--- src/cpu_consts.svh ---
`ifndef CPU_CONSTS_SVH
`define CPU_CONSTS_SVH

// Data path widths
`define WORD_BITS 16
`define BYTE_BITS 8

// Each lane holds one byte per even word address
`define LANE_INDEX_BITS 8
`define LANE_DEPTH 256

// Address source selects
`define ADDR_SEL_PC_A 2'b00
`define ADDR_SEL_ALU_R 2'b01
`define ADDR_SEL_ALUB_DATA 2'b10
`define ADDR_SEL_HERE 2'b11

// Store data source selects
`define DATA_SEL_REGA 1'b0
`define DATA_SEL_ALU_R 1'b1

// Bus sequence for the current instruction, acted on in COMMIT
`define BUS_SEQ_NONE 2'b00
`define BUS_SEQ_FETCH 2'b01
`define BUS_SEQ_READ 2'b10
`define BUS_SEQ_WRITE 2'b11

`endif

--- src/cpuBusPkg.sv ---
`include "cpu_consts.svh"

package cpuBusPkg;

	// Data or address word on the bus
	typedef logic [`WORD_BITS-1:0] cpuWord;

	// One lane byte
	typedef logic [`BYTE_BITS-1:0] cpuByte;

	// Row within a lane, taken from address bits 8 to 1
	typedef logic [`LANE_INDEX_BITS-1:0] laneIndex;

	// Instruction phase ring plus the debug hold state
	typedef enum logic [2:0] {
		phaseStopped,
		phaseFetch,
		phaseDecode,
		phaseExecute,
		phaseCommit
	} busPhase;

endpackage

--- src/readMerge.sv ---
`timescale 1ns/1ps
`include "cpu_consts.svh"

module readMerge import cpuBusPkg::*; (
	input  logic       CLK,
	input  logic       reset,
	input  logic       commit,
	input  logic [1:0] busSeq,
	input  logic       byteMode,
	input  logic       highByte,
	input  cpuByte     lowByte,
	input  cpuByte     highLaneByte,
	output cpuWord     mergedWord,
	output cpuWord     loadData
);

	cpuByte selByte;

	// Lane picked for a byte access
	assign selByte = highByte ? highLaneByte : lowByte;

	always_comb begin
		if (byteMode) begin
			mergedWord = {{`BYTE_BITS{1'b0}}, selByte}; // Zero extended
		end else begin
			mergedWord = {highLaneByte, lowByte};
		end
	end

	// Load register, visible from the following FETCH
	always_ff @(posedge CLK) begin
		if (reset) begin
			loadData <= '0;
		end else if (commit && (busSeq == `BUS_SEQ_READ)) begin
			loadData <= mergedWord;
		end
	end

endmodule

--- config.mk ---
export PLATFORM = sky130hd
export DESIGN_NAME = readMerge
export DESIGN_NICKNAME = d
export VERILOG_FILES = /design/src/cpuBusPkg.sv /design/src/readMerge.sv
export VERILOG_INCLUDE_DIRS = /design/src
export SDC_FILE = /design/constraint.sdc
export NUM_CORES = 1
export LEC_CHECK = 0
export BUFFER_PORTS_ARGS = -buffer_cell sky130_fd_sc_hd__buf_2
export CAP_MARGIN = 20
export CORE_MARGIN = 2
export CORE_UTILIZATION = 37
export CTS_BUF_LIST = sky130_fd_sc_hd__clkbuf_2 sky130_fd_sc_hd__clkbuf_4 sky130_fd_sc_hd__clkbuf_8
export DETAILED_ROUTE_END_ITERATION = 6
export PLACE_DENSITY = 0.77
export SLEW_MARGIN = 20
export SYNTH_ARGS = -nofsm -noshare
export SYNTH_HDL_FRONTEND = slang
export SYNTH_SLANG_ARGS = --single-unit
--- constraint.sdc ---
create_clock -name CLK -period 0.9 [get_ports CLK]
set_input_delay 0.18 -clock CLK [delete_from_list [all_inputs] [get_ports CLK]]
set_output_delay 0.18 -clock CLK [all_outputs]
set_load 0.05 [all_outputs]
After elaboration in Yosys (flattened, before gate mapping)
Index checks and enable logic that the tools add are counted.
{ "totals": {"wordCells": 5, "output_inout_bits": 32, "ff_bits": 16} }
{ "op_classes": {"reduce_logical": 1, "muxes": 2, "n_eq_ne": 1} }
{ "ops": {"columns": ["op", "n"], "rows": [
  ["two-way mux 16 bit", 1],
  ["two-way mux 8 bit", 1],
  ["equality test 2 bit (second input constant)", 1],
  ["logical AND 1 bit", 1]
]} }

Depth between registers and ports, before layout
{ "depth": {"word_depth": 2, "mapped_depth": 4, "mapped_depth_nobuf": 3} }

Least setup slack after synthesis
No wires, ideal clock.
{ "synth_timing": {"kind": "in2reg", "startpoint": "input highByte", "endpoint": "register loadData[0]", "arrival_ns": 0.949, "stages": 3, "setup_ns": 0.115, "path_slack_ns": -0.163, "path_buffers": 0, "path_cell_list": "nand2_4 > mux2_2 > o21a_1"} }
{ "synth_between": {"elab_chain_cells": 2} }
{ "synth_rtl": {"columns": ["element", "line_no", "text"], "rows": [
  ["start: declaration", "readMerge.sv:10", "input logic highByte,"],
  ["two-way mux 8 bit", "readMerge.sv:20", "assign selByte = highByte ? highLaneByte : lowByte;"],
  ["two-way mux 16 bit", "readMerge.sv:23", "if (byteMode) begin"],
  ["named net mergedWord[0]", "readMerge.sv:13", "output cpuWord mergedWord,"],
  ["end signal: assignment", "readMerge.sv:35", "loadData <= mergedWord;"],
  ["end: declaration", "readMerge.sv:14", "output cpuWord loadData"]
]} }
The timed path passes the listed nets, and every way through them passes these cells.
A chain may end at the register's enable or synchronous reset.

Worst setup path in the final report
{ "layout_timing": {"startpoint": "input highByte", "endpoint": "output mergedWord[7]"} }
{ "layout_between": {"elab_chain_cells": 2} }
{ "layout_rtl": {"columns": ["element", "line_no"], "rows": [
  ["two-way mux 8 bit", "readMerge.sv:20"],
  ["two-way mux 16 bit", "readMerge.sv:23"],
  ["end: declaration", "readMerge.sv:13"]
]} }
Every way passes these cells.

==> results.json <==
{
  "crit_path_end_kind": "primary output",
  "core_mm2": 0.00194,
  "clk_latency_ps": 280,
  "grt_max_degree": 25,
  "wl_mm": 3.19,
  "routabilityCongestion": 0.767,
  "synthFlopType": "dfxtp_1",
  "p_sw_share_pct": 36.3,
  "hold_buffers": 0,
  "synth-compound-area-share_pct": 18.4,
  "slew_violations": 0,
  "largest_register": "loadData",
  "critPathKind": "in2out",
  "use_met1_pct": 24.4,
  "port_buffers": 54,
  "final_cell_area_mm2": 0.00154,
  "synth_edf_count": 0,
  "ant_nets": 0,
  "setup_violations": 32,
  "die_h_um": 49.3,
  "worst_pin_slew_ps": 322,
  "yosys.area.top_type_share_pct": 42.1,
  "place_area_mm2": 0.00113,
  "async_flop_share_pct": 0,
  "syn_inst": 88,
  "synthSimpleGateAreaFrac_pct": 20.7,
  "via_per_inst": 4.96,
  "grt_setup_unrepaired": "yes",
  "die_w_um": 49.3,
  "seqPwrFrac_pct": 39.4,
  "routedWlPerCell_um": 17.8,
  "cp.required_ps": 720,
  "pre_cts_ws_ps": -259,
  "clock_sinks": 16,
  "yosysTopAreaCell": "dfxtp_1",
  "critPathMostFrequentCell": "buf_8",
  "peakVddDrop_v": 0.00120,
  "diodes": 0,
  "status": "complete, but fails checks",
  "ys_seq_elements": 16,
  "crit_fanout": 8,
  "drive_above_1_share_pct": 67.8,
  "cap_violations": 0,
  "clockPowerShare_pct": 20.5,
  "track_usage_pct": 22.7,
  "p_total_mw": 1.94,
  "muxShareOfSynthArea_pct": 11.8,
  "vias": 887,
  "nets": 177,
  "fp-row-count": 16,
  "ys_seq_area_share_pct": 42.1,
  "failed_checks": "setup timing",
  "synth_fa_ha_area_share_pct": 0,
  "overflow": 0,
  "grt_pass1_wl_mm": 4.06,
  "p_sw_uw": 703,
  "p_per_area_mw_per_mm2": 1260,
  "largest_reg_flops": 16,
  "fmax_ghz": 0.940,
  "finClkSkew_ps": 0,
  "leakage_nw": 0.718,
  "clk_path_buf_depth": 2,
  "ioPinCount": 55,
  "grtUsageMet2_pct": 42.8,
  "synth_cell_types": 13,
  "ys_top_cells_by_count": "a21oi_1 (16), dfxtp_1 (16), nand2_1 (16)",
  "cts_buffers": 3,
  "synth_xor_area_share_pct": 0,
  "reg_top3": "loadData (16)",
  "internal-power_mw": 1.23,
  "grt-busiest-layer": "met2",
  "syn2layout_area_growth_pct": 102,
  "path_delay_family": "multiplexers",
  "place.detailed.hpwl_mm": 1.56,
  "p_comb_share_pct": 40.1,
  "initial_core_util_pct": 39.2,
  "htreeDepth": 1,
  "drc_errors": 0,
  "cp_cell_sequence": "buf_8, nand2_8, mux2_4, buf_8",
  "arrival_ps": 880,
  "cts_tree": "done",
  "die_area_mm2": 0.00243,
  "syn_avg_cell_area_um2": 8.64,
  "grt_pass1_vias": 863,
  "mappedNetlistArea_um2": 761,
  "antenna_found_initial": 0,
  "hp-class": "in2reg",
  "clockRootBuffer": "clkbuf_4",
  "dr.first_iter.drc_count": 16,
  "clk_pin_slew_worst_paths_ps": 100,
  "synth_nets": 111,
  "yosys_warnings": 0,
  "dr.pass1.iters": 4,
  "timing.final.crit_share_pct": 118,
  "hold_violations": 0,
  "synth_top_family_by_area": "simple AND/OR/NAND/NOR gates",
  "start_kind": "input port",
  "hold_slack_ps": 230,
  "setup_ws_ps": -164,
  "slowest_delay_ps": 330,
  "cp_num_buf_inv": 2,
  "crit_path_top_delay_cell": "mux2_4",
  "relSlewSlack_pct": 78.5,
  "synthTopCellsByArea": "dfxtp_1 (42%), mux2_2 (12%), a21oi_1 (11%), and2b_2 (9.2%), nand2_1 (7.9%)",
  "use_met3_pct": 4.60,
  "utilization_pct": 79.2,
  "period_minus_slack_ps": 1060
}
-- layout by cell type, fill, tap and decap left out --
master     n
o21a_1     8
nand3b_1   1
buf_4     12
a21oi_1   15
buf_6      8
a21oi_2    1
buf_12     2
dfxtp_2   16
nand2_8    1
buf_8     24
buf_2     20
mux2_4     8
nand2_1   16
clkbuf_4   3
and3b_1    1
and2b_2    8
inv_1      8
-- power groups by stage --
stage	Combinational, mW	Clock (mW)	Sequential, mW
global placement	0.568	0	0.764
global route	0.796	0.432	0.766
detailed placement	0.572	0	0.765
floorplan	0.328	0	0.857
CTS	0.712	0.380	0.759
finish	0.775	0.397	0.763
-- metrics by stage --
step           setup TNS [ps]  std cells
6_report                -3110        179
3_5_place_dp            -5170        167
2_1_floorplan            -460         88
3_3_place_gp            -4780        167
4_1_cts                 -2760        174
5_1_grt                 -3710        179
-- routing by layer --
metal	part of all wire, %	vias to the layer above
met1	35	420
met5	0	-
met3	6.0	8
met2	57	42
met4	1.8	0
li1	-	417
-- layout make-up --
cell class                      instances  area (µm²)
Multi-Input combinational cell         59         430
Inverter                                8        30.0
Sequential cell                        16         340
Tap cell                               27        33.8
Fill cell                             117         404
Timing Repair Buffer                   66         681
Clock buffer                            3        22.5
-- kinds of logic after synthesis --
family / Yosys count
AOI/OAI and AO/OA: 24
buffers and inverters: 13
DFF: 16
muxes: 8
and+or+nand+nor: 27
-- worst paths after layout --
| kind | startpoint | to | slack [ps] | cells after the start |
|---|---|---|---|---|
| hold reg to reg | loadData[9] | loadData[9] | 470 | 2 |
| setup / recovery | highByte | mergedWord[7] | -160 | 4 |
| hold / removal | lowByte[4] | loadData[4] | 230 | 3 |
| setup reg to reg | loadData[2] | loadData[2] | 50 | 4 |
-- worst reg2reg max path: cells and delay by family (launching register included) --
| family | cells | cell delay (ps) |
|---|---|---|
| compound gates | 2 | 320 |
| flops | 1 | 350 |
| buf+inv | 2 | 130 |
-- what timing repair did --
action / CTS / global route
pin swaps: 1 / 1
buffers inserted: 4 / 5
setup endpoints to repair: 32 / 32
cloned: 0 / 0
resized for setup: 88 / 14
Note: power is estimated with default switching activity, not from simulation.
