File: src/cpu_consts.svh
`ifndef CPU_CONSTS_SVH
`define CPU_CONSTS_SVH

// Data path widths
`define WORD_BITS 16
`define BYTE_BITS 8

// Each lane holds one byte per even word address
`define LANE_INDEX_BITS 8
`define LANE_DEPTH 256

// Address source selects
`define ADDR_SEL_PC_A 2'b00
`define ADDR_SEL_ALU_R 2'b01
`define ADDR_SEL_ALUB_DATA 2'b10
`define ADDR_SEL_HERE 2'b11

// Store data source selects
`define DATA_SEL_REGA 1'b0
`define DATA_SEL_ALU_R 1'b1

// Bus sequence for the current instruction, acted on in COMMIT
`define BUS_SEQ_NONE 2'b00
`define BUS_SEQ_FETCH 2'b01
`define BUS_SEQ_READ 2'b10
`define BUS_SEQ_WRITE 2'b11

`endif

File: src/cpuBusPkg.sv
`include "cpu_consts.svh"

package cpuBusPkg;

	// Data or address word on the bus
	typedef logic [`WORD_BITS-1:0] cpuWord;

	// One lane byte
	typedef logic [`BYTE_BITS-1:0] cpuByte;

	// Row within a lane, taken from address bits 8 to 1
	typedef logic [`LANE_INDEX_BITS-1:0] laneIndex;

	// Instruction phase ring plus the debug hold state
	typedef enum logic [2:0] {
		phaseStopped,
		phaseFetch,
		phaseDecode,
		phaseExecute,
		phaseCommit
	} busPhase;

endpackage

File: src/busController.sv
`timescale 1ns/1ps
`include "cpu_consts.svh"

module busController import cpuBusPkg::*; (
	input  logic       commit,
	input  cpuWord     pcAddr,
	input  cpuWord     aluResult,
	input  cpuWord     aluBData,
	input  cpuWord     hereAddr,
	input  logic [1:0] addrSel,
	input  cpuWord     regAData,
	input  logic       dataSel,
	input  logic       byteMode,
	input  logic [1:0] busSeq,
	output cpuWord     address,
	output cpuWord     dataOut,
	output logic       highByte,
	output logic       writeN0,
	output logic       writeN1
);

	cpuWord storeData;
	logic   writeCommit;
	logic   lowLaneOn;
	logic   highLaneOn;

	// Address source
	always_comb begin
		case (addrSel)
			`ADDR_SEL_PC_A: address = pcAddr;
			`ADDR_SEL_ALU_R: address = aluResult;
			`ADDR_SEL_ALUB_DATA: address = aluBData;
			`ADDR_SEL_HERE: address = hereAddr;
			default: address = pcAddr;
		endcase
	end

	// Store data source
	always_comb begin
		case (dataSel)
			`DATA_SEL_REGA: storeData = regAData;
			`DATA_SEL_ALU_R: storeData = aluResult;
			default: storeData = regAData;
		endcase
	end

	// Odd byte address selects the upper lane
	assign highByte = byteMode && address[0];

	// A byte bound for the upper lane is taken from the low byte of the source,
	// and the lower lane is driven with zero
	always_comb begin
		if (highByte) begin
			dataOut = {storeData[`BYTE_BITS-1:0], {`BYTE_BITS{1'b0}}};
		end else begin
			dataOut = storeData;
		end
	end

	assign writeCommit = commit && (busSeq == `BUS_SEQ_WRITE);

	// Word writes enable both lanes
	assign lowLaneOn = !byteMode || !highByte;
	assign highLaneOn = !byteMode || highByte;

	// Active-low strobes, high outside a write commit
	assign writeN0 = !(writeCommit && lowLaneOn);
	assign writeN1 = !(writeCommit && highLaneOn);

endmodule

File: config.mk
export PLATFORM = sky130hd
export DESIGN_NAME = busController
export DESIGN_NICKNAME = d
export VERILOG_FILES = /design/src/cpuBusPkg.sv /design/src/busController.sv
export VERILOG_INCLUDE_DIRS = /design/src
export SDC_FILE = /design/constraint.sdc
export NUM_CORES = 1
export LEC_CHECK = 0
export ABC_AREA = 1
export BUFFER_PORTS_ARGS = -buffer_cell sky130_fd_sc_hd__buf_2
export CAP_MARGIN = 10
export CORE_UTILIZATION = 33
export DETAILED_ROUTE_END_ITERATION = 10
export GPL_TIMING_DRIVEN = 0
export PLACE_DENSITY = 0.95
export SYNTH_ARGS = -nofsm -noshare
export SYNTH_HDL_FRONTEND = slang
export SYNTH_SLANG_ARGS = --single-unit
File: constraint.sdc
create_clock -name vclk -period 1
set_input_delay 0 -clock vclk [all_inputs]
set_output_delay 0 -clock vclk [all_outputs]
set_load 0.01 [all_outputs]
# --- Yosys cells after proc, flatten, opt, wreduce, memory -nomap -nowiden ---
# Cells that the tools add are included.
# W data, S select, Z words.
totals:
  out_inout_bits: 35
  word_cells: 19
  inputBits: 87
  register_bits: 0
classes:
  n_reduce_logical: 11
  n_mux: 3
  bitwise_logic: 1
  n_eq_ne: 4
ops:
  columns: ["cell", "count"]
  rows:
  - ["$pmux W16 S4", 1]
  - ["$pmux W16 S2", 1]
  - ["$mux W16", 1]
  - ["$eq A2 B2 Y1 const B", 3]
  - ["$logic_and A1 B1 Y1", 4]
  - ["$logic_not A1 Y1", 4]
  - ["$eq A2 B1 Y1 const B", 1]
  - ["$logic_not A2 Y1", 1]
  - ["$logic_or A1 B1 Y1", 2]
  - ["$not A1 Y1", 1]

# --- Logic depth before layout (Yosys ltp) ---
# Gate-level depths: netlist of run 1.
depth:
  word_depth: 7
  ltp_mapped: 8
  depth_no_buf: 7

# --- Least setup slack after synthesis of run 1 ---
# OpenSTA, ideal clock, no wires.
synth_timing:
  path_kind: "input to output"
  startpoint: "input port dataSel"
  endpoint: "output port dataOut[11]"
  arrival_time_ps: 788
  setup_slack_ps: 212
  cell_stages: 5
  required_ps: 1000
  path_cell_list: "buf_2 buf_2 mux2_2 nand2_1 nand2_1"
synth_via:
  elab_chain_cells: 3
synth_lines:
  columns: ["element", "line", "rtl"]
  rows:
  - ["start, declared", "busController.sv:12", "input logic dataSel,"]
  - ["$not A1 Y1", "busController.sv:40", "case (dataSel)"]
  - ["$pmux W16 S2 *", "busController.sv:40", null]
  - ["$mux W16 *", "busController.sv:53", "if (highByte) begin"]
  - ["end, declared", "busController.sv:16", "output cpuWord dataOut,"]
# Mark *: on every way between the ends. The rest lies on a longest branch, timed or not.

# --- Worst setup path after layout of run 1 ---
layout_timing:
  startpoint: "input port dataSel"
  endpoint: "output port dataOut[13]"
# The elaborated chain is that of the path after synthesis.

==> impl_metrics.tcl, run 1 <==
set metrics [dict create \
    design_area_sq_mm 0.00170 \
    yosysWarnings 0 \
    finalCritPeriodShare 0.952 \
    dieWidth_microns 54.0 \
    placed_area_sq_mm 0.00153 \
    grt_pass1_vias 1357 \
    tightest_slew_ps 232 \
    synth_top_cell_by_area "nand2_1" \
    slew_violations 0 \
    totalWireLength_mm 3.92 \
    regArea_sq_um 0 \
    drive_gt1_frac 0.570 \
    crit_start "dataSel" \
    worstHoldStart "aluBData[10]" \
    grt.met2_usage 0.519 \
    grt_start_max_net_pins 16 \
    p_int_uw 419 \
    vias 1614 \
    grt_util_met3 0.0141 \
    drcViolationCount 0 \
    status "complete, no violations" \
    place_congestion 0.739 \
    port_buffers 120 \
    power_density_mw_per_mm2 508 \
    die-area_sq_mm 0.00292 \
    busiest_layer "met2" \
    synth_most_common_cell "nand2_1" \
    use_met1 0.260 \
    switchingPower_uw 447 \
    leakage_nw 1.04 \
    path_class "input port to primary output" \
    yosysSeqAreaShare 0 \
    cp-end-kind "primary output" \
    hold_viol_final 0 \
    drt_iter0_markers 30 \
    yosys-top-cells-count "nand2_1, nand4_1, inv_1" \
    syn-mean-instance-area_sq_um 5.05 \
    cp.required_ps 1000 \
    fin_crit_ps 952 \
    ant_nets 0 \
    grt_pass1_wl_mm 5.39 \
    rows 18 \
    dp_hpwl_mm 3.00 \
    holdBufCountCts 0 \
    syn_nets 264 \
    hp-class "input port to primary output" \
    seqPwrFrac 0 \
    die_h_microns 54.0 \
    grt_usage 0.243 \
    yosys.area.top_type_share 0.374 \
    final_nets 394 \
    syn_area_sq_um 893 \
    cap_violations 0 \
    n_clock_buffer 0 \
    setup_ws_ps 47.9 \
    initial_core_util 0.354 \
    core_sq_mm 0.00252 \
    slew_headroom 0.845 \
    num_io_pins 122 \
    cp_data_arrival_time_ps 950 \
    vias_per_cell 4.82 \
    cp-start-kind "input port" \
    switching_share 0.516 \
    synth_area_leaders "nand2_1, nand4_1, mux2_2, nand2_2, inv_1" \
    crit_path_max_fanout 10 \
    overflow 0 \
    dp_worst_setup_slack_ps -207 \
    wl_per_cell_microns 11.7 \
    n_antenna_cell 0 \
    seq_cell_count 0 \
    hold_depth 4 \
    pwr-share-clk 0 \
    p_comb_frac 1.000 \
    antenna_found_initial 0 \
    syn_to_final_growth_pct 90.8 \
    holdPathEnd "address[10]" \
    ir_drop_uv 329 \
    synth_cell_types 18 \
    fmax_ghz 1.05 \
    syn_inst 177 \
    drt_pass1_iterations 4 \
    finalSetupViolCount 0 \
]
-- power groups by stage --
stage / combinational (mW) / sequential [mW] / clock, mW
finish: 0.866 / 0 / 0
global route: 0.956 / 0 / 0
global placement: 0.749 / 0 / 0
CTS: 0.803 / 0 / 0
detailed placement: 0.764 / 0 / 0
floorplan: 0.400 / 0 / 0
-- cell type report --
| type | instances | area (sq um) |
|---|---|---|
| buffer | 8 | 57.6 |
| multi-input combinational | 146 | 795 |
| tap | 30 | 37.5 |
| inverter | 22 | 98.8 |
| fill | 257 | 818 |
| timing repair buffer | 128 | 708 |
| timing repair inverter | 1 | 7.51 |
-- worst max-delay path by stage --
stage / to / cells past startpoint / slack [ps]
2_1_floorplan: dataOut[11] / 5 / 210
3_3_place_gp: address[9] / 6 / -180
3_5_place_dp: address[9] / 6 / -210
4_1_cts: address[6] / 7 / 4
5_1_grt: dataOut[4] / 10 / -6
6_report: dataOut[13] / 6 / 50
-- stage by stage --
step | power, mW | setup TNS, ps | instances | hold slack (ps) | utilization
5_1_grt | 0.956 | -19.5 | 335 | 313 | 0.676
4_1_cts | 0.803 | 0 | 333 | 288 | 0.633
3_5_place_dp | 0.764 | -3890 | 327 | 287 | 0.607
2_1_floorplan | 0.400 | 0 | 177 | 137 | -
6_report | 0.866 | 0 | 335 | 286 | 0.676
3_3_place_gp | 0.749 | -3400 | 327 | 284 | 0.607
-- repair_timing --
item / in CTS / in global routing
pin swaps: 2 / 0
buffers inserted: 7 / 0
resized for setup: 7 / 31
gates cloned: 0 / 2
setup endpoints to repair: 28 / 35
-- metal layers --
layer,vias to the layer above,share of wire
met4,0,0.010
met2,85,0.50
li1,824,-
met3,4,0.092
met1,701,0.40
met5,-,0
-- logic make-up after synthesis --
| family | Yosys count | synth area share |
|---|---|---|
| buffers and inverters | 31 | 0.155 |
| muxes | 8 | 0.101 |
| AOI/OAI and AO/OA | 9 | 0.0574 |
| and+or+nand+nor | 129 | 0.686 |
-- layout by cell type, fill, tap and decap left out, drive strengths merged --
cell type,synthesis,final
and3,1,1
o21ai,8,8
nand2,100,100
nand3,3,3
o21bai,1,1
nor2,2,2
clkinvlp,0,2
nand4,23,23
mux2,8,8
inv,21,21
buf,6,132
clkbuf,3,4
-- worst max-delay path: stages --
cell     delay [ps]
buf_2           150
buf_4           200
mux2_2          350
nand2_1          70
nand2_1          40
buf_2           130
Power figures use the tool's default switching activity.
==> run 2: changes to the inputs <==
==> constraint.sdc (replaced) <==
create_clock -name vclk -period 1
set_input_delay 0.1 -clock vclk [all_inputs]
set_output_delay 0.1 -clock vclk [all_outputs]
set_load 0.01 [all_outputs]
==> run 2 against run 1 <==
Against the previous run: the flow now finishes with violations (setup timing); critical path depth rose by 3; fmax decreased by 17%; wire length rose by 12%; sequential share of layout area did not move.
==> impl_metrics.tcl, run 2 (synthesis results as in run 1) <==
set metrics [dict create \
    hold_viol_final 0 \
    crit_start "addrSel[1]" \
    antenna_found_initial 0 \
    grt_usage 0.285 \
    slowest_stage "o21bai_4" \
    power_density_mw_per_mm2 524 \
    grt_setup_unrepaired "yes" \
    cp-end-kind "primary output" \
    port_buffers 120 \
    totalWireLength_mm 4.41 \
    seq_cell_count 0 \
    hp-class "input port to primary output" \
    fmax_ghz 0.869 \
    holdBufCountCts 0 \
    regArea_sq_um 0 \
    fillers 215 \
    die_h_microns 54.0 \
    stdcell_count 343 \
    critPathCapture "dataOut[11]" \
    final_common_cell "buf_2" \
    core_sq_mm 0.00252 \
    wl_per_cell_microns 12.8 \
    dp.cells 327 \
    finalCritPeriodShare 1.15 \
    cp.required_ps 900 \
    timing.hold.ws_ps 486 \
    grt_pass1_vias 1486 \
    fin_crit_ps 1150 \
    overflow 0 \
    n_antenna_cell 0 \
    path_cells "buf_12, o21bai_4, nand3_4, nand3_4, buf_4, buf_4, nand2_1, nand2_1, buf_2" \
    drcViolationCount 0 \
    ir_drop_uv 403 \
    dp_hpwl_mm 3.00 \
    multi_input_area_sq_um 857 \
    die-area_sq_mm 0.00292 \
    crit_path_max_fanout 6 \
    grt_pass1_wl_mm 6.18 \
    drive_gt1_frac 0.639 \
    status "finished with violations" \
    dieWidth_microns 54.0 \
    vias 1716 \
    leakage_nw 1.14 \
    path_class "input port to primary output" \
    place_congestion 0.739 \
    slew_headroom 0.794 \
    final_nets 402 \
    drt_pass1_iterations 5 \
    grt_start_max_net_pins 11 \
    initial_core_util 0.354 \
    ant_nets 0 \
    num_io_pins 122 \
    tightest_slew_ps 306 \
    setup_ws_ps -151 \
    cap_violations 0 \
    vias_per_cell 5.00 \
    rows 18 \
    n_clock_buffer 0 \
    syn_to_final_growth_pct 118 \
    finalSetupViolCount 31 \
    p_total_mw 1.02 \
    final_cell_mix "buf_2, nand2_1, nand4_1" \
    slew_violations 0 \
    cp-start-kind "input port" \
    violations "setup timing" \
    cp_data_arrival_time_ps 1050 \
    drt_iter0_markers 27 \
    cpPeakStageDelay_ps 170 \
]
==> run 2: cell count changes in the layout (fill, tap and decap cells not counted), sizes merged <==
cell      previous run  this run
buf                132       141
clkinvlp             2         0
clkinv               0         1
==> run 2: where the power goes <==
group | internal, mW | switching [mW] | leakage (nW)
combinational | 0.522 | 0.498 | 1.14
clock | 0 | 0 | 0
sequential | 0 | 0 | 0
total | 0.522 | 0.498 | 1.14
==> run 2: how the worst min path moves through the flow <==
stage                 startpoint          end  slack [ps]  cells past startpoint
floorplan           aluBData[10]  address[10]         340                      2
finish               aluBData[8]   address[8]         490                      4
CTS                 aluBData[10]  address[10]         490                      4
global route          pcAddr[11]  address[11]         520                      4
detailed placement  aluBData[10]  address[10]         490                      4
global placement    aluBData[10]  address[10]         480                      4
==> run 2: what timing repair did <==
item	4_1_cts	5_1_grt
pin swaps	3	4
cloned	3	0
buffers inserted	11	2
setup endpoints to repair	32	35
resized for setup	54	27
==> run 2: critical path, delay by kind of cell <==
family / cells / cell delay (ps)
buf+inv: 4 / 520
compound gates: 1 / 170
simple gates: 4 / 260
==> run 2: cell type report <==
type               instances  area share
plain buffers              9      0.0553
inverters                 22      0.0476
multi-input cells        146       0.441
well taps                 30      0.0193
repair buffers           136       0.437
==> run 2: stage by stage <==
stage          setup slack (ps)  setup TNS [ps]   util  area, sq um
6_report                   -151           -2750  0.771         1940
2_1_floorplan              12.5               0      -          893
3_5_place_dp               -407           -9710  0.607         1530
3_3_place_gp               -378           -9220  0.607         1530
5_1_grt                    -201           -4710  0.771         1940
4_1_cts                    -132           -2220  0.732         1850
==> run 2: per-layer routing <==
metal,routed length [microns],part of all wire,vias to the layer above,global-route usage
met5,0,0,-,0
met4,76,0.017,0,0.0641
met3,352,0.080,8,0.0198
met2,2330,0.53,88,0.591
met1,1640,0.37,774,0.304
li1,-,-,846,-
