File: src/cpu_consts.svh
`ifndef CPU_CONSTS_SVH
`define CPU_CONSTS_SVH

// Data path widths
`define WORD_BITS 16
`define BYTE_BITS 8

// Each lane holds one byte per even word address
`define LANE_INDEX_BITS 8
`define LANE_DEPTH 256

// Address source selects
`define ADDR_SEL_PC_A 2'b00
`define ADDR_SEL_ALU_R 2'b01
`define ADDR_SEL_ALUB_DATA 2'b10
`define ADDR_SEL_HERE 2'b11

// Store data source selects
`define DATA_SEL_REGA 1'b0
`define DATA_SEL_ALU_R 1'b1

// Bus sequence for the current instruction, acted on in COMMIT
`define BUS_SEQ_NONE 2'b00
`define BUS_SEQ_FETCH 2'b01
`define BUS_SEQ_READ 2'b10
`define BUS_SEQ_WRITE 2'b11

`endif

File: src/cpuBusPkg.sv
`include "cpu_consts.svh"

package cpuBusPkg;

	// Data or address word on the bus
	typedef logic [`WORD_BITS-1:0] cpuWord;

	// One lane byte
	typedef logic [`BYTE_BITS-1:0] cpuByte;

	// Row within a lane, taken from address bits 8 to 1
	typedef logic [`LANE_INDEX_BITS-1:0] laneIndex;

	// Instruction phase ring plus the debug hold state
	typedef enum logic [2:0] {
		phaseStopped,
		phaseFetch,
		phaseDecode,
		phaseExecute,
		phaseCommit
	} busPhase;

endpackage

File: src/phaseSequencer.sv
`timescale 1ns/1ps
`include "cpu_consts.svh"

module phaseSequencer import cpuBusPkg::*; (
	input  logic       CLK,
	input  logic       reset,
	input  logic       debugStop,
	input  logic [1:0] busSeq,
	input  cpuWord     mergedWord,
	output busPhase    phase,
	output logic       fetch,
	output logic       decode,
	output logic       execute,
	output logic       commit,
	output logic       stopped,
	output cpuWord     instruction
);

	busPhase nextPhase;

	always_comb begin
		nextPhase = phase;
		case (phase)
			phaseStopped: begin
				if (!debugStop) begin
					nextPhase = phaseFetch; // Resume one cycle after release
				end
			end
			phaseFetch: nextPhase = phaseDecode;
			phaseDecode: nextPhase = phaseExecute;
			phaseExecute: nextPhase = phaseCommit;
			phaseCommit: begin
				// Debug stop only takes effect at an instruction boundary
				if (debugStop) begin
					nextPhase = phaseStopped;
				end else begin
					nextPhase = phaseFetch;
				end
			end
			default: nextPhase = phaseStopped;
		endcase
	end

	always_ff @(posedge CLK) begin
		if (reset) begin
			phase <= phaseStopped;
		end else begin
			phase <= nextPhase;
		end
	end

	// Plain phase levels, at most one high
	assign fetch = (phase == phaseFetch);
	assign decode = (phase == phaseDecode);
	assign execute = (phase == phaseExecute);
	assign commit = (phase == phaseCommit);
	assign stopped = (phase == phaseStopped);

	// Instruction register, loaded on the edge that ends a fetch commit
	always_ff @(posedge CLK) begin
		if (reset) begin
			instruction <= '0;
		end else if (commit && (busSeq == `BUS_SEQ_FETCH)) begin
			instruction <= mergedWord;
		end
	end

endmodule

File: config.mk
export PLATFORM = sky130hd
export DESIGN_NAME = phaseSequencer
export DESIGN_NICKNAME = d
export VERILOG_FILES = /design/src/cpuBusPkg.sv /design/src/phaseSequencer.sv
export VERILOG_INCLUDE_DIRS = /design/src
export SDC_FILE = /design/constraint.sdc
export NUM_CORES = 1
export LEC_CHECK = 0
export BUFFER_PORTS_ARGS = -buffer_cell sky130_fd_sc_hd__buf_2
export CORE_UTILIZATION = 36
export CTS_CLUSTER_SIZE = 30
export DETAILED_ROUTE_END_ITERATION = 12
export PLACE_DENSITY = 0.69
export SYNTH_ARGS = -nofsm -noshare
export SYNTH_HDL_FRONTEND = slang
export SYNTH_SLANG_ARGS = --single-unit
File: constraint.sdc
create_clock -name CLK -period 1.77 [get_ports CLK]
set_clock_uncertainty 0.1 [all_clocks]
set_input_delay 0.354 -clock CLK [delete_from_list [all_inputs] [get_ports CLK]]
set_output_delay 0.354 -clock CLK [all_outputs]
set_load 0.01 [all_outputs]
* Word level (Yosys, flattened, before mapping)
Cells that the tools add are included.
** Storage, ports and cells
- Register bits after elaboration :: 19
- Output and inout port bits :: 24
- Logic and storage cells :: 13
** Operators by class
- Eq/ne operators :: 6
- Muxes and demuxes :: 3
- Reductions and logical operators :: 2
** Operators by type and width (count)
- $pmux 3 s5 :: 1
- $eq 3x2->1 const B :: 2
- $eq 3x1->1 const B :: 1
- $eq 3x3->1 const B :: 1
- $logic_not 3->1 :: 1
- $mux 3 :: 1
- $eq 2x1->1 const B :: 1
- $ne 2x2->1 const B :: 1
- $logic_and 1x1->1 :: 1
- $mux 1 :: 1

* Logic depth before layout (Yosys ltp)
Gate-level depths: netlist of the first run.
- Depth after elaboration :: 2
- Mapped depth :: 6
- Gate-level depth less buffers :: 3

* Least setup slack after synthesis of the first run
OpenSTA, ideal clock, no wires.
- Path kind :: flip-flop to flip-flop
- Start :: register phase[2]
- End :: register instruction[0]
- Library setup time :: 0.072 ns
- Data arrival time :: 1.365 ns
- Data required time :: 1.598 ns
- Slack :: 0.233 ns
- Cell stages (with the launch flop) :: 6
- Buffers on the path :: 2
- Cells stage by stage :: dfxtp_1 > nor3b_2 > and3b_1 > buf_6 > buf_12 > mux2i_1
** On the way
- Word-level cells in the longest chain between the ends :: 2
** RTL lines
- from (decl) :: line phaseSequencer.sv:10 : output busPhase phase,
- from (signal assigned) :: line phaseSequencer.sv:46 : phase <= phaseStopped;
- from (signal assigned) :: line phaseSequencer.sv:48 : phase <= nextPhase;
- $eq 3x3->1 :: line phaseSequencer.sv:56 : assign commit = (phase == phaseCommit);
- via commit :: line phaseSequencer.sv:14 : output logic commit,
- $logic_and 1x1->1 :: line phaseSequencer.sv:63 : end else if (commit && (busSeq == `BUS_SEQ_FETCH)) begin
- to (signal assigned) :: line phaseSequencer.sv:64 : instruction <= mergedWord;
- to (decl) :: line phaseSequencer.sv:16 : output cpuWord instruction
The timed path passes the listed nets, and every way through them passes these cells.
A chain may end at the register's enable or synchronous reset.

* Worst setup path after layout of the first run
- Start :: register phase[1]
- End :: output port decode
** On the way
- Word-level cells in the longest chain between the ends :: 1
** RTL lines
- $eq 3x2->1 :: line phaseSequencer.sv:54 : assign decode = (phase == phaseDecode);
- to (decl) :: line phaseSequencer.sv:12 : output logic decode,
No other way between the ends.

==> flow_summary_export.csv, run 1 <==
group,metric,value,unit
synth,synth.distinct_cells,16,
timing,setup_repair_after_global_routing_missed_its_margin,"no",
clock_tree,cts-htree-levels,1,
clock_tree,cts_repair_resize_count,0,
place,placed_area,1100,sq um
synth,mappedNetlistNets,105,
pwr,pwr_density_cell,661,nW/um^2
synth,ys_seq_elements,19,
timing,period_share,90.7,%
flow_run,max_cap_violations,0,
critical_path,startpoint_type,"flop",
timing,finalSetupViolations,0,
grt,grt_pass1_wl,2.69,mm
hold_path,worstHoldPathType,"in -> reg",
layout,design.final.nets,149,
run_status,run_status,"completed",
clock_tree,numCtsBuffers,3,
critical_path,critical-path-slowest-cell,"sky130_fd_sc_hd__dfxtp_1",
clock_tree,clock_tree.buffer_depth,2,
critical_path,crit_path_end_kind,"primary output",
timing,timing.slew.headroom,72.9,%
layout,most-common-layout-cells,"sky130_fd_sc_hd__buf_2 (44), sky130_fd_sc_hd__nand2b_1 (32), sky130_fd_sc_hd__dfxtp_1 (19), sky130_fd_sc_hd__mux2i_1 (16), sky130_fd_sc_hd__clkbuf_4 (3)",
detailed_routing,vias_per_cell,4.55,
detailed_routing,postRouteWirelength,1.64,mm
synth,yosysSeqAreaShare,43.4,%
timing,fin_tns_setup,0,ns
detailed_routing,vias,706,
timing,timing.fmax,623,MHz
grt,grt_util_all_layers,13.9,%
grt,grt-ovfl-total,0,
clock_tree,tritoncts,"built",
place,finalWeightedCongestion,0.681,
layout,fillers,242,
layout,synthToLayoutAreaGrowth,29.1,%
die,design.core.area,2250,sq um
detailed_routing,routed_wire_length_per_instance,10.6,microns
synth,syn_avg_cell_area,10.4,sq um
detailed_routing,initialDrtViolationCount,2,
clock_tree,worst_setup_hold_path_clk_slew,0.11,ns
pwr,worst_ir_drop_vdd,334,uV
critical_path,crit_path_max_fanout,9,
die,die_h,51.3,microns
synth,synth.yosys.warnings,0,
layout,layout_commonest_cell,"sky130_fd_sc_hd__buf_2",
pwr,power_leakage,0.510,nW
grt,first_global_vias,647,
synth,synth.cell_area,876,sq um
grt,maximum_number_of_pins_on_one_net_before_global_route_repair,36,
grt,antenna_violations_before_repair,0,
detailed_routing,first_pass_iters,2,
die,boundaryPins,45,
detailed_routing,drcViolationCount,0,
critical_path,cp.arrival,1.15,ns
clock_tree,insertion_delay,0.28,ns
die,die-area,2630,sq um
critical_path,crit_path_cell_trace,"nor3b_1 > buf_2",
place,io_buffer_count,44,
layout,layout_cell_share_with_drive_strength_beyond_1,40.2,%
die,die_x,51.3,microns
timing,finalHoldViolations,0,
synth,netlist_instances,84,
critical_path,critical_path_class,"reg -> out",
clock_tree,clock_sink_count,19,
clock_tree,hold_buffers,0,
place,dp_hpwl,1.18,mm
clock_tree,post_cts.repair.setup_buffers,0,
die,row_count,17,
critical_path,endpoint_required_time_on_the_critical_path,1.32,ns
critical_path,max_stage_delay,0.50,ns
detailed_routing,residual_antenna_violating_net_count_after_detailed_routing,0,
timing,worst_slew_pin_slew,0.407,ns
layout,layout.core_utilization,50.2,%
die,floorplan.initialDensity,38.8,%
layout,final_design_area_no_fill,1130,sq um
layout,n_diodes,0,
timing,final_max_slew_viol_count,0,
timing,fin_crit,1.61,ns
clock_tree,clock-root-buffer,"sky130_fd_sc_hd__clkbuf_4",
## worst paths after layout
check / start / to / slack, ns / cells past startpoint
hold reg to reg: instruction[8] / instruction[8] / 0.38 / 2
setup reg to reg: phase[2] / instruction[5] / 0.36 / 4
setup / recovery: phase[1] / decode / 0.16 / 2
hold / removal: mergedWord[3] / instruction[3] / 0.20 / 3
## final cells by class
cell class / instances / area (sq um) / share of cell area, %
Clock inverter: 1 / 5.00 / 0.442
Sequential cell: 19 / 380 / 33.6
Clock buffer: 3 / 22.5 / 1.99
Multi-Input combinational cell: 59 / 448 / 39.6
Timing Repair Buffer: 45 / 240 / 21.2
Tap cell: 28 / 35.0 / 3.10
## power breakdown
group / internal, mW / leakage, nW / switching [mW]
clock: 0.0839 / 0.0177 / 0.125
combinational: 0.0538 / 0.339 / 0.0388
sequential: 0.434 / 0.153 / 0.0122
## synthesized netlist by cell type
cell	n	area (sq um)
sky130_fd_sc_hd__buf_12	1	20.0
sky130_fd_sc_hd__buf_6	1	11.3
sky130_fd_sc_hd__and3b_2	1	10.0
sky130_fd_sc_hd__nand2b_1	32	200
sky130_fd_sc_hd__mux2i_1	16	160
sky130_fd_sc_hd__clkbuf_1	3	11.3
sky130_fd_sc_hd__nor2b_1	1	6.26
sky130_fd_sc_hd__xnor2_1	1	8.76
sky130_fd_sc_hd__nor3b_2	1	12.5
sky130_fd_sc_hd__clkbuf_2	1	5.00
sky130_fd_sc_hd__nor3_1	2	10.0
sky130_fd_sc_hd__dfxtp_1	19	380
sky130_fd_sc_hd__and2b_1	1	7.51
sky130_fd_sc_hd__nor3b_1	2	15.0
sky130_fd_sc_hd__a2111oi_0	1	8.76
sky130_fd_sc_hd__and3b_1	1	8.76
## layer usage
metal	global-route usage (%)	wire [microns]	vias to the layer above
met3	3.57	100	2
met2	24.1	792	24
met1	15.7	737	319
li1	-	-	361
met4	6.76	10	0
met5	0	0	-
## worst max-delay path: cells and delay by family, from the launching register on
kind                   cells  cell delay, ns
buffers and inverters      1            0.16
DFF                        1            0.50
and+or+nand+nor            1            0.22
## sequential cells by signal, indices dropped and copies added (netlist names)
register and count:
instruction 16, phase 3
## logic make-up after synthesis
group                  synth area share, %
buffers and inverters                 5.43
XOR/XNOR                              1.00
multiplexers                          18.3
AO/OA/AOI/OAI                         1.00
AND/OR/NAND/NOR                       30.9
flip-flops                            43.4
## through the flow
| step | total power [mW] | hold WS, ns | setup WS, ns | instances |
|---|---|---|---|---|
| after floorplan | 0.508 | 0.393 | 0.233 | 84 |
| after global placement | 0.548 | 0.356 | 0.410 | 151 |
| after detailed placement | 0.550 | 0.358 | 0.359 | 151 |
| after CTS | 0.762 | 0.195 | 0.142 | 155 |
| after global routing | 0.789 | 0.196 | 0.0434 | 155 |
| final | 0.748 | 0.204 | 0.164 | 155 |
Power figures use the tool's default switching activity.
==> run 2: changes to the inputs <==
--- a/config.mk
+++ b/config.mk
@@ -6,6 +6,7 @@
 export SDC_FILE = /design/constraint.sdc
 export NUM_CORES = 1
 export LEC_CHECK = 0
+export ABC_AREA = 1
 export BUFFER_PORTS_ARGS = -buffer_cell sky130_fd_sc_hd__buf_2
 export CORE_UTILIZATION = 36
 export CTS_CLUSTER_SIZE = 30
==> flow_summary_export.csv, run 2 <==
group,metric,value,unit
pwr,pwr_density_cell,696,nW/um^2
timing,finalSetupViolations,0,
critical_path,worstSetupStartpoint,"phase[0]",
detailed_routing,initialDrtViolationCount,25,
pwr,worst_ir_drop_vdd,475,uV
layout,layout.core_utilization,51.3,%
critical_path,ff2ff_setup_slack,0.55,ns
timing,timing.slew.headroom,62.5,%
synth,top_cell_type_s_share_of_synthesized_area,43.1,%
detailed_routing,drcViolationCount,0,
critical_path,endpoint_required_time_on_the_critical_path,1.32,ns
clock_tree,worst_setup_hold_path_clk_slew,0.10,ns
critical_path,critical_path_class,"reg -> out",
synth,synthFlopType,"sky130_fd_sc_hd__dfxtp_1",
synth,mappedNetlistNets,149,
layout,n_diodes,0,
synth,fraction_of_the_mapped_netlist_area_in_compound_gates,1.42,%
clock_tree,clock_sink_count,19,
clock_tree,hold_buffers,0,
layout,design.final.nets,195,
synth,post-synth-top-area-cell,"sky130_fd_sc_hd__dfxtp_1",
die,die-area,2660,sq um
layout,final_cells,201,
grt,grt_pass1_wl,3.26,mm
die,boundaryPins,45,
synth,post_synth_edffs,0,
clock_tree,cts_repair_resize_count,0,
detailed_routing,vias,916,
layout,layout_cell_share_with_drive_strength_beyond_1,32.4,%
timing,worst_slew_pin_slew,0.562,ns
timing,period_share,91.9,%
synth,ys_seq_elements,19,
synth,synth.cell_area,883,sq um
clock_tree,cts-htree-levels,1,
flow_run,max_cap_violations,0,
timing,fin_crit,1.63,ns
detailed_routing,routed_wire_length_per_instance,9.72,microns
die,floorplan.initialDensity,39.2,%
grt,antenna_violations_before_repair,0,
place,dp_hpwl,1.47,mm
layout,layout_commonest_cell,"sky130_fd_sc_hd__buf_2",
grt,grt_util_all_layers,16.3,%
synth,netlist_instances,128,
die,die_h,51.5,microns
clock_tree,insertion_delay,0.29,ns
layout,max_flop_register,"instruction",
critical_path,crit_end,"fetch",
critical_path,cp.arrival,1.17,ns
synth,post-synth-top-count-cell,"sky130_fd_sc_hd__nor2_1",
grt,grt-ovfl-total,0,
place,placed_cells_incl_taps,197,
synth,synth.distinct_cells,16,
timing,fin_tns_setup,0,ns
die,row_count,17,
critical_path,critical-path-slowest-cell,"sky130_fd_sc_hd__dfxtp_1",
hold_path,worstHoldPathType,"in -> reg",
synth,post_synth_mux_area_share,0,%
synth,netlist_top_cells_count,"sky130_fd_sc_hd__nor2_1 (34), sky130_fd_sc_hd__inv_1 (23), sky130_fd_sc_hd__nand2_1 (20)",
timing,timing.fmax,615,MHz
grt,maximum_number_of_pins_on_one_net_before_global_route_repair,18,
clock_tree,clock-root-buffer,"sky130_fd_sc_hd__clkbuf_4",
synth,synth_top_family_by_area,"simple AND/OR/NAND/NOR gates",
layout,largest_register_ffs,16,
timing,setup_repair_after_global_routing_missed_its_margin,"no",
critical_path,reg2reg_from,"phase[2]",
clock_tree,post_cts.repair.setup_buffers,0,
synth,synth-xor-area-share,0,%
die,design.core.area,2250,sq um
synth,ys_async_sr_fraction,0,%
detailed_routing,vias_per_cell,4.56,
critical_path,crit_path_max_fanout,5,
synth,syn_avg_cell_area,6.90,sq um
synth,synth_adder_area_share,0,%
layout,synthToLayoutAreaGrowth,30.9,%
critical_path,startpoint_type,"flop",
place,io_buffer_count,44,
grt,first_global_vias,836,
detailed_routing,postRouteWirelength,1.95,mm
synth,synth_area_leaders,"sky130_fd_sc_hd__dfxtp_1 (43%), sky130_fd_sc_hd__nor2_1 (14%), sky130_fd_sc_hd__nand4_1 (11%)",
critical_path,endpoint_of_the_lowest_slack_register_to_register_path,"instruction[10]",
critical_path,crit_path_cell_trace,"inv_1 > nor3_1 > buf_2",
synth,yosys.area_share.simple,41.5,%
critical_path,r2r.worst_path.cells,5,
synth,yosysSeqAreaShare,43.1,%
place,finalWeightedCongestion,0.646,
clock_tree,numCtsBuffers,3,
layout,most-common-layout-cells,"sky130_fd_sc_hd__buf_2 (44), sky130_fd_sc_hd__nor2_1 (34), sky130_fd_sc_hd__inv_1 (23), sky130_fd_sc_hd__nand2_1 (20), sky130_fd_sc_hd__dfxtp_1 (18)",
synth,synth.yosys.warnings,0,
layout,biggestRegsByFlops,"instruction (16), phase (3)",
die,die_x,51.5,microns
critical_path,max_stage_delay,0.45,ns
critical_path,crit_path_end_kind,"primary output",
timing,finalHoldViolations,0,
detailed_routing,residual_antenna_violating_net_count_after_detailed_routing,0,
run_status,run_status,"completed",
timing,final_max_slew_viol_count,0,
pwr,power_leakage,0.681,nW
detailed_routing,first_pass_iters,4,
clock_tree,tritoncts,"built",
clock_tree,clock_tree.buffer_depth,2,
-- run 2: cell count changes after synthesis, sizes merged, moves of 3 or more --
cell / previous run / this run
nor3b: 3 / 0
nand2b: 32 / 0
mux2i: 16 / 0
nand4: 0 / 16
inv: 0 / 23
nand2: 0 / 21
nor2: 0 / 37
-- run 2: cell families after synthesis --
| kind of cell | Yosys count |
|---|---|
| buffers and inverters | 30 |
| DFF | 19 |
| AOI/OAI and AO/OA | 2 |
| and+or+nand+nor | 77 |
-- run 2: worst min path at each step --
| stage | startpoint | end | slack [ns] | cells past startpoint |
|---|---|---|---|---|
| 2_1_floorplan | reset | phase[0] | 0.32 | 1 |
| 3_5_place_dp | instruction[8] | instruction[8] | 0.37 | 2 |
| 6_report | reset | phase[0] | 0.15 | 2 |
| 3_3_place_gp | instruction[8] | instruction[8] | 0.36 | 2 |
| 5_1_grt | reset | phase[0] | 0.14 | 2 |
| 4_1_cts | reset | phase[0] | 0.14 | 2 |
-- run 2: cell type report --
class,instances,area (sq um)
Multi-Input combinational cell,79,379
Fill cell,251,1100
Timing Repair Buffer,47,243
Tap cell,28,35.0
Clock inverter,1,5.00
Sequential cell,19,382
Clock buffer,3,22.5
Inverter,24,90.1
-- run 2: worst max-delay path: cells and delay by family (launching register included) --
kind / cells / cell delay (ns)
flip-flops: 1 / 0.45
AND/OR/NAND/NOR: 1 / 0.18
buffers and inverters: 2 / 0.25
-- run 2: routing by layer --
metal / wire [microns] / GRT usage [%] / part of all wire (%) / vias to the layer above
met5: 0 / 0 / 0 / -
met1: 897 / 19.9 / 46 / 396
met3: 136 / 3.51 / 7.0 / 4
met2: 893 / 27.7 / 46 / 31
li1: - / - / - / 485
met4: 27 / 6.76 / 1.4 / 0
-- run 2: where the power goes --
| group | internal, mW | total (mW) | leakage [nW] | switching [mW] |
|---|---|---|---|---|
| combinational | 0.0553 | 0.137 | 0.509 | 0.0820 |
| clock | 0.0842 | 0.222 | 0.0177 | 0.138 |
| sequential | 0.435 | 0.446 | 0.154 | 0.0105 |
-- run 2: per-stage QoR --
step,power [mW],setup slack (ns),cell area [sq um],hold WS [ns]
2_1_floorplan,0.536,0.397,883,0.323
3_5_place_dp,0.593,0.303,1130,0.369
4_1_cts,0.813,0.128,1150,0.141
3_3_place_gp,0.590,0.359,1130,0.359
6_report,0.805,0.143,1160,0.152
5_1_grt,0.847,0.0232,1160,0.141
==> run 3: changes to the inputs <==
--- a/config.mk
+++ b/config.mk
@@ -8,10 +8,12 @@
 export LEC_CHECK = 0
 export ABC_AREA = 1
 export BUFFER_PORTS_ARGS = -buffer_cell sky130_fd_sc_hd__buf_2
-export CORE_UTILIZATION = 36
+export CELL_PAD_IN_SITES_DETAIL_PLACEMENT = 2
+export CELL_PAD_IN_SITES_GLOBAL_PLACEMENT = 2
+export CORE_UTILIZATION = 22
 export CTS_CLUSTER_SIZE = 30
 export DETAILED_ROUTE_END_ITERATION = 12
-export PLACE_DENSITY = 0.69
+export PLACE_DENSITY = 0.8
 export SYNTH_ARGS = -nofsm -noshare
 export SYNTH_HDL_FRONTEND = slang
 export SYNTH_SLANG_ARGS = --single-unit
==> flow_summary_export.csv, run 3 (synthesis results as in run 2) <==
group,metric,value,unit
critical_path,cpLargestDelayFamily,"flip-flops",
die,die_x,65.4,microns
pwr,post-layout-total-power,0.902,mW
pwr,power_leakage,0.694,nW
clock_tree,clock-root-buffer,"sky130_fd_sc_hd__clkbuf_8",
clock_tree,numCtsBuffers,3,
pwr,p_int,0.649,mW
timing,timing.slew.headroom,69.1,%
detailed_routing,initialDrtViolationCount,21,
grt,antenna_violations_before_repair,0,
critical_path,endpoint_required_time_on_the_critical_path,1.32,ns
timing,worst_slew_pin_slew,0.460,ns
critical_path,cp.arrival,1.19,ns
timing,finalSetupViolations,0,
critical_path,reg2reg_from,"phase[2]",
clock_tree,clock_tree.buffer_depth,2,
hold_path,worstHoldPathType,"in -> reg",
critical_path,crit_path_cell_trace,"buf_4 > nand2_4 > inv_1 > buf_2",
critical_path,max_stage_delay,0.46,ns
grt,first_global_vias,999,
timing,period_share,92.7,%
grt,grt-ovfl-total,0,
critical_path,critical-path-slowest-cell,"sky130_fd_sc_hd__dfxtp_1",
critical_path,worstSetupStartpoint,"phase[2]",
layout,synthToLayoutAreaGrowth,36.7,%
pwr,worst_ir_drop_vdd,302,uV
clock_tree,clock_sink_count,19,
die,design.core.area,3740,sq um
flow_run,max_cap_violations,0,
critical_path,critical_path_class,"reg -> out",
detailed_routing,vias_per_cell,4.25,
grt,grt_util_all_layers,14.0,%
clock_tree,tritoncts,"built",
detailed_routing,routed_wire_length_per_instance,12.2,microns
timing,fin_tns_setup,0,ns
grt,maximum_number_of_pins_on_one_net_before_global_route_repair,18,
die,floorplan.initialDensity,23.6,%
detailed_routing,first_pass_iters,4,
critical_path,cp.depth,4,
clock_tree,hold_buffers,0,
hold_path,hold_critical_path_depth,2,
critical_path,worstPathBufferInverterCount,3,
layout,most-common-layout-cells,"sky130_fd_sc_hd__buf_2 (44), sky130_fd_sc_hd__nor2_1 (34), sky130_fd_sc_hd__inv_1 (23), sky130_fd_sc_hd__nand2_1 (20), sky130_fd_sc_hd__dfxtp_1 (18)",
pwr,p_switching,0.254,mW
clock_tree,post_cts.repair.setup_buffers,0,
critical_path,r2r.worst_path.cells,5,
timing,setup_repair_after_global_routing_missed_its_margin,"no",
layout,n_diodes,0,
critical_path,startpoint_type,"flop",
hold_path,worst_hold_startpoint,"reset",
grt,grt_pass1_wl,4.51,mm
pwr,pwr_density_cell,747,nW/um^2
timing,fin_crit,1.64,ns
layout,max_flop_register,"instruction",
layout,largest_register_ffs,16,
detailed_routing,residual_antenna_violating_net_count_after_detailed_routing,0,
pwr,p_comb_share,16.4,%
clock_tree,insertion_delay,0.25,ns
timing,finalHoldViolations,0,
layout,layout_commonest_cell,"sky130_fd_sc_hd__buf_2",
die,boundaryPins,45,
die,die_h,65.4,microns
clock_tree,worst_setup_hold_path_clk_slew,0.07,ns
place,io_buffer_count,44,
layout,biggestRegsByFlops,"instruction (16), phase (3)",
timing,timing.fmax,609,MHz
timing,final_max_slew_viol_count,0,
detailed_routing,drcViolationCount,0,
place,dp_hpwl,2.17,mm
layout,design.final.nets,196,
run_status,run_status,"completed",
critical_path,crit_path_end_kind,"primary output",
detailed_routing,postRouteWirelength,2.72,mm
layout,fillers,470,
pwr,power.sequential.fraction,49.5,%
critical_path,crit_path_max_fanout,8,
place,finalWeightedCongestion,0.718,
detailed_routing,vias,943,
clock_tree,cts-htree-levels,1,
pwr,clkPwrFrac,34.1,%
layout,layout_cell_share_with_drive_strength_beyond_1,32.8,%
die,die-area,4270,sq um
pwr,switching_share,28.1,%
die,row_count,22,
run 3: power by group through the flow:
stage                     sequential [mW]  combinational, mW  clock (mW)
after floorplan                     0.458             0.0784           0
after global placement              0.454              0.142           0
after detailed placement            0.457              0.150           0
after CTS                           0.447              0.150       0.314
after global routing                0.449              0.163       0.341
final                               0.447              0.148       0.308
run 3: layout make-up:
type | instances | area [sq um] | area share, %
clock buffers | 3 | 41.3 | 3.42
multi-input cells | 79 | 379 | 31.4
inverters | 24 | 90.1 | 7.46
flip-flops and latches | 19 | 382 | 31.6
clock inverters | 1 | 5.00 | 0.415
well taps | 48 | 60.1 | 4.97
repair buffers | 48 | 250 | 20.7
run 3: final timing paths:
| kind | end | slack, ns |
|---|---|---|
| worst min register to register | instruction[2] | 0.38 |
| worst max register to register | instruction[13] | 0.43 |
| worst min-delay path | phase[0] | 0.20 |
| worst max-delay path | commit | 0.13 |
run 3: per-stage QoR:
step           setup WS (ns)  utilization [%]  instance area [sq um]  cells  hold slack [ns]
6_report               0.128             32.3                   1210    222            0.203
5_1_grt               0.0294             32.3                   1210    222            0.195
4_1_cts               0.0327             32.2                   1210    222            0.205
3_5_place_dp           0.322             31.0                   1160    218            0.371
3_3_place_gp           0.443             31.0                   1160    218            0.364
2_1_floorplan          0.397                -                    883    128            0.323
run 3: per-layer routing:
| layer | vias to the layer above | track usage [%] | routed length [microns] |
|---|---|---|---|
| met5 | - | 0 | 0 |
| met4 | 0 | 6.52 | 53 |
| met3 | 4 | 2.26 | 71 |
| met2 | 19 | 26.3 | 1500 |
| met1 | 437 | 15.1 | 1090 |
| li1 | 483 | - | - |
run 3: repair_timing:
| item | 4_1_cts | 5_1_grt |
|---|---|---|
| hold endpoints to repair | 0 | 0 |
| setup endpoints to repair | 0 | 1 |
| gates resized for setup | 0 | 1 |
